===== src/rtl/fix_seq_pkg.sv =====
package fix_seq_pkg;

   // one BCD digit of the sequence counter
   parameter int DIGIT_W = 4;

   // a digit at this value rolls to zero and carries
   parameter logic [DIGIT_W-1:0] DIGIT_MAX = 4'd9;

   // message type field inside tuser
   parameter int TYPE_LSB = 32;
   parameter int TYPE_W = 4;

   // message types carried in tuser
   // only application messages consume a sequence number
   typedef enum logic [TYPE_W-1:0] {
      FIX_MSG_NONE = 4'd0,
      FIX_MSG_SESSION = 4'd1,
      FIX_MSG_APP = 4'd2
   } fix_msg_type_e;

endpackage


===== src/rtl/bcd_seq_counter.sv =====
`timescale 1ns/10ps

module bcd_seq_counter #(
   parameter int TUSER_WIDTH = 128,
   parameter int NUM_DIGITS = 8,
   parameter int OUT_DIGITS = 6
) (
   input  logic clk,
   input  logic reset,

   input  logic tvalid,
   input  logic tlast,
   input  logic [TUSER_WIDTH-1:0] tuser,

   input  logic resend_load,
   input  logic [NUM_DIGITS*fix_seq_pkg::DIGIT_W-1:0] resend_begin,

   output logic [OUT_DIGITS*fix_seq_pkg::DIGIT_W-1:0] seq_digits,
   output logic seq_wr,
   output logic resend_ack
);

   localparam int DW = fix_seq_pkg::DIGIT_W;

   logic [NUM_DIGITS-1:0][DW-1:0] count_q;
   logic [NUM_DIGITS-1:0][DW-1:0] count_inc;
   logic [NUM_DIGITS-1:0] carry;

   fix_seq_pkg::fix_msg_type_e msg_type;
   logic pkt_end;
   logic is_app;
   logic end_q;
   logic inc_q;

   // parameter sanity
   if (OUT_DIGITS > NUM_DIGITS) begin : g_bad_out_digits
      $error("bcd_seq_counter: OUT_DIGITS must not exceed NUM_DIGITS");
   end
   if (TUSER_WIDTH < fix_seq_pkg::TYPE_LSB + fix_seq_pkg::TYPE_W) begin : g_bad_tuser
      $error("bcd_seq_counter: tuser too narrow for the message type field");
   end

   // stream has no ready, so any valid last beat ends a packet
   assign pkt_end = tvalid && tlast;

   assign msg_type = fix_seq_pkg::fix_msg_type_e'(
      tuser[fix_seq_pkg::TYPE_LSB +: fix_seq_pkg::TYPE_W]);

   always_comb begin
      case (msg_type)
         fix_seq_pkg::FIX_MSG_APP: begin
            is_app = 1'b1;
         end
         fix_seq_pkg::FIX_MSG_SESSION, fix_seq_pkg::FIX_MSG_NONE: begin
            is_app = 1'b0;
         end
         default: begin
            is_app = 1'b0;
         end
      endcase
   end

   // stage one: registered end strobe and increment request
   // a load in the same cycle takes the place of the increment
   always_ff @(posedge clk) begin
      if (reset) begin
         end_q <= 1'b0;
         inc_q <= 1'b0;
      end
      else begin
         end_q <= pkt_end;
         inc_q <= pkt_end && is_app && !resend_load;
      end
   end

   // decimal +1 with full carry in one cycle
   for (genvar i = 0; i < NUM_DIGITS; i++) begin : g_digit
      if (i == 0) begin : g_lsd
         assign carry[i] = 1'b1;
      end
      else begin : g_upper
         assign carry[i] = carry[i-1] && (count_q[i-1] == fix_seq_pkg::DIGIT_MAX);
      end

      always_comb begin
         if (!carry[i]) begin
            count_inc[i] = count_q[i];
         end
         else if (count_q[i] == fix_seq_pkg::DIGIT_MAX) begin
            count_inc[i] = '0;
         end
         else begin
            count_inc[i] = count_q[i] + 1'b1;
         end
      end
   end

   // all nines wraps to zero through the carry chain
   always_ff @(posedge clk) begin
      if (reset) begin
         count_q <= '0;
         seq_wr <= 1'b0;
         resend_ack <= 1'b0;
      end
      else begin
         seq_wr <= end_q;
         if (resend_load) begin
            count_q <= resend_begin;
            resend_ack <= 1'b1;
         end
         else if (inc_q) begin
            count_q <= count_inc;
         end
      end
   end

   // fifo sees the value after this packet's update
   assign seq_digits = count_q[OUT_DIGITS-1:0];

   function automatic logic all_bcd(input logic [NUM_DIGITS*DW-1:0] value);
      logic ok;
      ok = 1'b1;
      for (int d = 0; d < NUM_DIGITS; d++) begin
         if (value[d*DW +: DW] > fix_seq_pkg::DIGIT_MAX) begin
            ok = 1'b0;
         end
      end
      return ok;
   endfunction

   // every write traces back to a sampled packet end two edges earlier
   a_wr_from_end: assert property (
      @(posedge clk) disable iff (reset)
      seq_wr |-> $past(pkt_end, 2)
   ) else $error("bcd_seq_counter: write strobe without a packet end");

   a_resend_bcd: assert property (
      @(posedge clk) disable iff (reset)
      resend_load |-> all_bcd(resend_begin)
   ) else $error("bcd_seq_counter: resend start number is not BCD");

endmodule


===== src/rtl/seq_num_fifo.sv =====
`timescale 1ns/10ps

module seq_num_fifo #(
   parameter int WIDTH = 24,
   parameter int DEPTH_BITS = 6
) (
   input  logic clk,
   input  logic reset,

   input  logic wr_en,
   input  logic [WIDTH-1:0] din,

   input  logic rd_en,
   output logic [WIDTH-1:0] dout,
   output logic empty
);

   localparam int DEPTH = 1 << DEPTH_BITS;

   logic [WIDTH-1:0] mem [DEPTH];

   logic [DEPTH_BITS-1:0] wr_ptr;
   logic [DEPTH_BITS-1:0] rd_ptr;
   logic [DEPTH_BITS:0] count;

   logic full;
   logic wr_ok;
   logic rd_ok;

   assign empty = (count == '0);
   assign full = (count == DEPTH);

   // overflow drops the new entry, underflow is a no-op
   assign wr_ok = wr_en && !full;
   assign rd_ok = rd_en && !empty;

   always_ff @(posedge clk) begin
      if (wr_ok) begin
         mem[wr_ptr] <= din;
      end
   end

   always_ff @(posedge clk) begin
      if (reset) begin
         wr_ptr <= '0;
         rd_ptr <= '0;
      end
      else begin
         if (wr_ok) begin
            wr_ptr <= wr_ptr + 1'b1;
         end
         if (rd_ok) begin
            rd_ptr <= rd_ptr + 1'b1;
         end
      end
   end

   always_ff @(posedge clk) begin
      if (reset) begin
         count <= '0;
      end
      else begin
         case ({wr_ok, rd_ok})
            2'b10: begin
               count <= count + 1'b1;
            end
            2'b01: begin
               count <= count - 1'b1;
            end
            default: begin
               count <= count;
            end
         endcase
      end
   end

   // fall-through: head is visible before the read strobe
   assign dout = mem[rd_ptr];

   // the stream can't be stalled, so a full fifo loses a sequence number
   a_no_overflow: assert property (
      @(posedge clk) disable iff (reset)
      !(wr_en && full)
   ) else $error("seq_num_fifo: write while full, sequence number lost");

endmodule


===== src/rtl/fix_seq_top.sv =====
`timescale 1ns/10ps

module fix_seq_top #(
   parameter int TUSER_WIDTH = 128,
   parameter int NUM_DIGITS = 8,
   parameter int OUT_DIGITS = 6,
   parameter int FIFO_DEPTH_BITS = 6
) (
   input  logic clk,
   input  logic reset,

   // receive stream, no ready
   input  logic tvalid,
   input  logic tlast,
   input  logic [TUSER_WIDTH-1:0] tuser,

   input  logic resend_load,
   input  logic [NUM_DIGITS*fix_seq_pkg::DIGIT_W-1:0] resend_begin,

   // consumer side
   input  logic rd_fix_seq_num,
   output logic fix_seq_num_vld,
   output logic [OUT_DIGITS*fix_seq_pkg::DIGIT_W-1:0] fix_new_seq_num,

   output logic resend_ack
);

   localparam int OUT_W = OUT_DIGITS * fix_seq_pkg::DIGIT_W;

   logic [OUT_W-1:0] seq_digits;
   logic seq_wr;
   logic fifo_empty;

   bcd_seq_counter #(
      .TUSER_WIDTH (TUSER_WIDTH),
      .NUM_DIGITS  (NUM_DIGITS),
      .OUT_DIGITS  (OUT_DIGITS)
   ) u_counter (
      .clk          (clk),
      .reset        (reset),
      .tvalid       (tvalid),
      .tlast        (tlast),
      .tuser        (tuser),
      .resend_load  (resend_load),
      .resend_begin (resend_begin),
      .seq_digits   (seq_digits),
      .seq_wr       (seq_wr),
      .resend_ack   (resend_ack)
   );

   seq_num_fifo #(
      .WIDTH      (OUT_W),
      .DEPTH_BITS (FIFO_DEPTH_BITS)
   ) u_fifo (
      .clk   (clk),
      .reset (reset),
      .wr_en (seq_wr),
      .din   (seq_digits),
      .rd_en (rd_fix_seq_num),
      .dout  (fix_new_seq_num),
      .empty (fifo_empty)
   );

   // head valid whenever something is queued
   assign fix_seq_num_vld = !fifo_empty;

endmodule


===== config.mk =====
export PLATFORM = sky130hd
export DESIGN_NAME = fix_seq_top
export DESIGN_NICKNAME = d
export VERILOG_FILES = /design/src/rtl/fix_seq_pkg.sv /design/src/rtl/bcd_seq_counter.sv /design/src/rtl/seq_num_fifo.sv /design/src/rtl/fix_seq_top.sv
export SDC_FILE = /design/constraint.sdc
export NUM_CORES = 1
export LEC_CHECK = 0
export ABC_AREA = 1
export BUFFER_PORTS_ARGS = -buffer_cell sky130_fd_sc_hd__buf_2
export CAP_MARGIN = 0
export CELL_PAD_IN_SITES_DETAIL_PLACEMENT = 1
export CELL_PAD_IN_SITES_GLOBAL_PLACEMENT = 1
export CORE_ASPECT_RATIO = 2
export CORE_UTILIZATION = 37
export CTS_CLUSTER_SIZE = 12
export DETAILED_ROUTE_END_ITERATION = 7
export PLACE_DENSITY = 0.64
export REMOVE_ABC_BUFFERS = 1
export SYNTH_ARGS = -nofsm -noshare
export SYNTH_HDL_FRONTEND = slang
export SYNTH_SLANG_ARGS = --single-unit

===== constraint.sdc =====
create_clock -name clk -period 3 [get_ports clk]
set_input_delay 0 -clock clk [delete_from_list [all_inputs] [get_ports clk]]
set_output_delay 0 -clock clk [all_outputs]
set_load 0.005 [all_outputs]

### Word level (Yosys, flattened, before mapping)

Memories as Yosys holds them, arrays and structs flattened. A register that Yosys moved wholly into a read port is not among the register bits.
Index checks and enable logic that the tools add are counted.

| storage, ports and cells | value |
|---|---|
| memories kept | 1 |
| output and inout port bits | 26 |
| memory bits (writable) | 1,536 |
| bits in registers | 55 |
| input bits | 166 |
| logic and storage cells | 94 |

Memories:

| memory | words | bits a word | read ports | clocked after Yosys merged registers in | wr ports | RTL line | text |
|---|---|---|---|---|---|---|---|
| u_fifo.mem | 64 | 24 | 1 | 1 | 1 | seq_num_fifo.sv:20 | `logic [WIDTH-1:0] mem [DEPTH];` |

| operators by class | value |
|---|---|
| equal/unequal tests | 12 |
| reductions and logical operators | 31 |
| add/sub/neg operators | 12 |
| mux-type cells | 23 |

Operators with widths:

| cell | count |
|---|---|
| 32-bit 2-to-1 mux | 2 |
| 4-bit 2-to-1 mux | 15 |
| 4-bit by 1-bit adder with 4-bit output (second input constant) | 8 |
| 4-bit equality test (second input constant) | 8 |
| 2-bit nonzero test | 9 |
| 7-bit case mux with 2 select lines | 1 |
| 2-bit AND reduction | 7 |
| 6-bit by 1-bit adder with 6-bit output (second input constant) | 2 |
| 6-bit 2-to-1 mux | 2 |
| 1-bit logical AND | 11 |
| 7-bit by 1-bit adder with 7-bit output (second input constant) | 1 |
| 7-bit equality test (second input constant) | 1 |
| 7-bit logical NOT | 1 |
| 7-bit by 1-bit subtractor with 7-bit output (second input constant) | 1 |
| 4-bit by 2-bit equality test with 1-bit output (second input constant) | 1 |
| 1-bit logical NOT | 3 |
| 1-bit 2-to-1 mux | 3 |
| 2-bit by 1-bit equality test with 1-bit output (second input constant) | 1 |
| 2-bit equality test (second input constant) | 1 |

### Depth between registers and ports, before layout

| depth | value |
|---|---|
| word-level depth | 10 |
| gate-level depth with buffers | 20 |
| gate-level depth less buffers | 18 |

### Hierarchy

A second synthesis with hierarchy kept.

| unflattened totals | value |
|---|---|
| cells, all modules | 5,632 |
| area, all modules | 65,176.3 um^2 |

By module, submodules not included:

| module | area each (um^2) | instances | cells each | sequential area each (um^2) |
|---|---|---|---|---|
| seq_num_fifo | 63,543.4 | 1 | 5,379 | 46,624.7 |
| bcd_seq_counter | 1,629.1 | 1 | 252 | 560.5 |
| fix_seq_top | 3.8 | 1 | 1 | 0.0 |

### Least setup slack after synthesis

Ideal clock, no wire load.

| timing | value |
|---|---|
| path type | register to register |
| start point | register u_fifo.count[0] |
| end point | memory u_fifo.mem[7][0], enable pin |
| buffers on the path | 1 |
| stages on the path, launching flop included | 8 |
| data arrival time | 2.722 ns |
| slack | -0.157 ns |
| setup time | 0.435 ns |
| data required time | 2.565 ns |
| clock period less this slack | 3.157 ns |
| path through | dfxtp_1 inv_1 nand4_1 nor3_1 nor2_2 buf_4 nand3_1 nor3_1 |

| on the way | value |
|---|---|
| word-level cells in the longest chain between the ends | 5 |

Ends and longest elaborated chain:

| element | RTL line | text |
|---|---|---|
| start, declared | seq_num_fifo.sv:24 | `logic [DEPTH_BITS:0] count;` |
| start signal, assigned | seq_num_fifo.sv:65 | `count <= count + 1'b1;` |
| start signal, assigned | seq_num_fifo.sv:68 | `count <= count - 1'b1;` |
| start signal, assigned | seq_num_fifo.sv:71 | `count <= count;` |
| 7-bit equality test | seq_num_fifo.sv:31 | `assign full = (count == DEPTH);` |
| 1-bit logical NOT | seq_num_fifo.sv:34 | `assign wr_ok = wr_en && !full;` |
| 1-bit logical AND | seq_num_fifo.sv:34 |  |
| 1-bit 2-to-1 mux | seq_num_fifo.sv:38 | `if (wr_ok) begin` |
| 1-bit 2-to-1 mux (not written as such) | seq_num_fifo.sv:39 | `mem[wr_ptr] <= din;` |
| end, declared | seq_num_fifo.sv:20 |  |

No other way between the ends.

==> results.json <==
{
  "grt_pass1_vias": 48374,
  "post_drt_wl_per_cell_microns": 27.9,
  "period_share": 1.01,
  "die_h_microns": 594,
  "whs_path_depth": 4,
  "final_util": 0.439,
  "whs_ns": 0.260,
  "firstDrtPassIters": 6,
  "antenna_found_initial": 6,
  "portBuffers": 59,
  "fin_crit_ns": 3.02,
  "routed_wl_microns": 229000,
  "die_w_microns": 298,
  "ys_types": 40,
  "io_pins": 192,
  "path_cells": "buf_12 -> clkinv_16 -> buf_16 -> buf_4 -> clkbuf_16 -> nand2_1 -> nand3_1 -> nand3_1 -> nand2_1 -> nand2_1 -> nand3_2 -> nand3_1 -> nand2_2 -> buf_2",
  "drv_cap": 0,
  "cts.clk_slew.worst_paths_ns": 0.06,
  "grt_max_degree": 97,
  "fin_nets": 6051,
  "nFillCells": 18186,
  "relSlewSlack": 0.337,
  "synth_area_sq_um": 64900,
  "synth_edf_count": 1536,
  "reg2reg_slack_ns": 0.16,
  "layout_common_cells": "nand2_1, edfxtp_1, nand3_1",
  "dp.cells": 7853,
  "synth_flop_cell": "edfxtp_1",
  "hold_viol": 0,
  "path_max_fanout": 16,
  "gp_congestion": 0.831,
  "status": "complete, but fails checks",
  "worstMarginPinSlew_ns": 0.993,
  "drtIter0Drc": 3701,
  "cts.sinks": 1589,
  "drtAntennaViolNets": 0,
  "cts_tree": "done",
  "crit_path_end_kind": "output pin",
  "finClkSkew_ns": 0.0606,
  "ys_ff_latch": 1589,
  "drive_above_1_share": 0.131,
  "cts_made_buffers": 161,
  "holdPathEnd": "u_counter.seq_wr",
  "htreeDepth": 4,
  "hp-class": "input pin to register",
  "preCtsSetupSlack_ns": 0.326,
  "viasPerCell": 5.54,
  "critical_path_class": "register to output pin",
  "grt_use_total": 0.252,
  "area_delta_synth_final_pct": 17.9,
  "r2r_end": "u_counter.seq_digits[9]",
  "synth.avg_cell_area_sq_um": 11.5,
  "synthCells": 5623,
  "hpwl_microns": 128000,
  "worstHoldStart": "reset",
  "num_rows": 217,
  "yosysWarnings": 0,
  "final_max_slew_viol_count": 0,
  "final_common_cell": "nand2_1",
  "vias": 45608,
  "rsz0062_at_grt": "yes",
  "timing.rr.start": "u_counter.seq_digits[9]",
  "power.leakage_nw": 27.7,
  "start_kind": "register",
  "grt_pass1_wl_microns": 325000,
  "ys_seq_area_frac": 0.727,
  "core_sq_um": 175000,
  "async_reset_ff_frac": 0,
  "clockRootBuffer": "clkbuf_16",
  "crit_slowest_cell": "dfxtp_4",
  "fmax_mhz": 332,
  "cts_buffer_depth": 4,
  "die_area_sq_um": 177000,
  "cp_slowest_stage_delay_ns": 0.38,
  "overflow": 0,
  "initial_utilization": 0.372,
  "setup_slack_ns": -0.0165,
  "rr_worst_depth": 9,
  "finalSetupViolCount": 2,
  "power.density_nw_per_um2": 734,
  "clk_latency_ns": 0.83,
  "ir_worst_vdd_mv": 0.453,
  "crit_arrival_ns": 3.02,
  "final_cells": 8231,
  "critPathRequiredTime_ns": 3.00,
  "drc": 0,
  "violations": "setup timing"
}
area by class of cell:
| type | count | area, sq um | area share |
|---|---|---|---|
| flip-flops and latches | 1589 | 47200 | 0.617 |
| multi-input cells | 3615 | 16500 | 0.215 |
| repair buffers | 438 | 5290 | 0.0690 |
| clock buffers | 199 | 4210 | 0.0550 |
| well taps | 2299 | 2880 | 0.0376 |
| inverters | 71 | 317 | 0.00413 |
| clock inverters | 14 | 123 | 0.00160 |
| repair inverters | 4 | 73.8 | 0.000964 |
| diodes | 2 | 5.00 | 0.0000653 |
through the flow:
step	area, sq um	total power [mW]	TNS, ns
6_report	76600	56.2	-0.0187
5_1_grt	76600	58.0	-0.720
4_1_cts	75500	55.7	-0.475
3_5_place_dp	68700	36.2	0
3_3_place_gp	68700	35.9	0
2_1_floorplan	63000	30.3	-660.81
how the worst max path moves through the flow:
| stage | startpoint | to | slack [ns] | cells past startpoint |
|---|---|---|---|---|
| 2_1_floorplan | register | fix_new_seq_num[20] | -27.03 | 9 |
| 3_3_place_gp | register | fix_new_seq_num[4] | 0.34 | 13 |
| 3_5_place_dp | register | fix_new_seq_num[4] | 0.33 | 13 |
| 4_1_cts | register | fix_new_seq_num[2] | -0.04 | 9 |
| 5_1_grt | register | fix_new_seq_num[7] | -0.07 | 14 |
| 6_report | register | fix_new_seq_num[23] | -0.02 | 14 |
flip-flops by register name, indices dropped and copies added, names as in the netlist, named ones only:
signal	count
u_counter.end_q	1
u_fifo.rd_ptr	6
u_fifo.wr_ptr	6
u_fifo.count	7
u_counter.seq_wr	1
u_fifo.mem	1536
u_counter.inc_q	1
u_counter.seq_digits	24
u_counter.resend_ack	1
routing by layer:
metal  up-vias  wire, microns  global-route usage
met5         -              0                   0
met4         0          17000               0.172
met3       511          10200              0.0266
met2      1319         119000               0.456
met1     23648          82800               0.275
li1      20130              -                   -
report_power, final:
group | total (mW) | internal (mW) | switching (mW)
Sequential | 24.5 | 24.4 | 0.0969
Combinational | 13.5 | 4.47 | 9.05
Clock | 18.2 | 9.94 | 8.27
timing repair:
action | CTS | global route
cloned | 25 | 19
hold buffers | 96 | 0
buffers inserted | 11 | 13
setup endpoints to repair | 24 | 27
pin swaps | 17 | 18
endpoints found under the hold margin | 48 | 0
gates resized for setup | 182 | 100
worst max-delay path: cells and delay by family (launching register included):
family / cells / cell delay (ns)
DFF: 1 / 0.38
and+or+nand+nor: 8 / 0.85
buffers and inverters: 6 / 0.96
cell families (layout without fill, tap and decap cells):
| family | count (synthesis) | after routing | share of synthesized area |
|---|---|---|---|
| other | 0 | 2 | 0 |
| buffers and inverters | 419 | 726 | 0.0337 |
| DFF | 1589 | 1589 | 0.727 |
| and+or+nand+nor | 3505 | 3505 | 0.229 |
| adders and majority gates | 5 | 5 | 0.000963 |
| xor gates and xnor gates | 12 | 12 | 0.00162 |
| AOI/OAI and AO/OA | 93 | 93 | 0.00784 |
cell usage after synthesis, types with 2 or more instances:
master	n	area, sq um
buf_2	152	761
nand4_1	11	68.8
inv_2	2	7.51
nor2_2	2	12.5
nand3b_1	2	15.0
a22oi_1	2	15.0
o21ai_0	34	170
edfxtp_1	1536	46100
a211oi_1	2	15.0
buf_1	36	135
o211ai_1	2	15.0
buf_6	10	113
a21oi_1	42	210
dfxtp_1	53	1060
xor2_1	8	70.1
nor3_1	7	35.0
o21a_1	2	15.0
ha_1	5	62.6
a31oi_1	2	12.5
buf_8	2	30.0
xnor2_1	4	35.0
inv_1	67	251
nand2_1	2052	7700
o21bai_1	2	15.0
nand3_1	1330	6660
clkbuf_1	65	244
buf_4	82	616
nor2_1	97	364
Power figures use the tool's default switching activity.
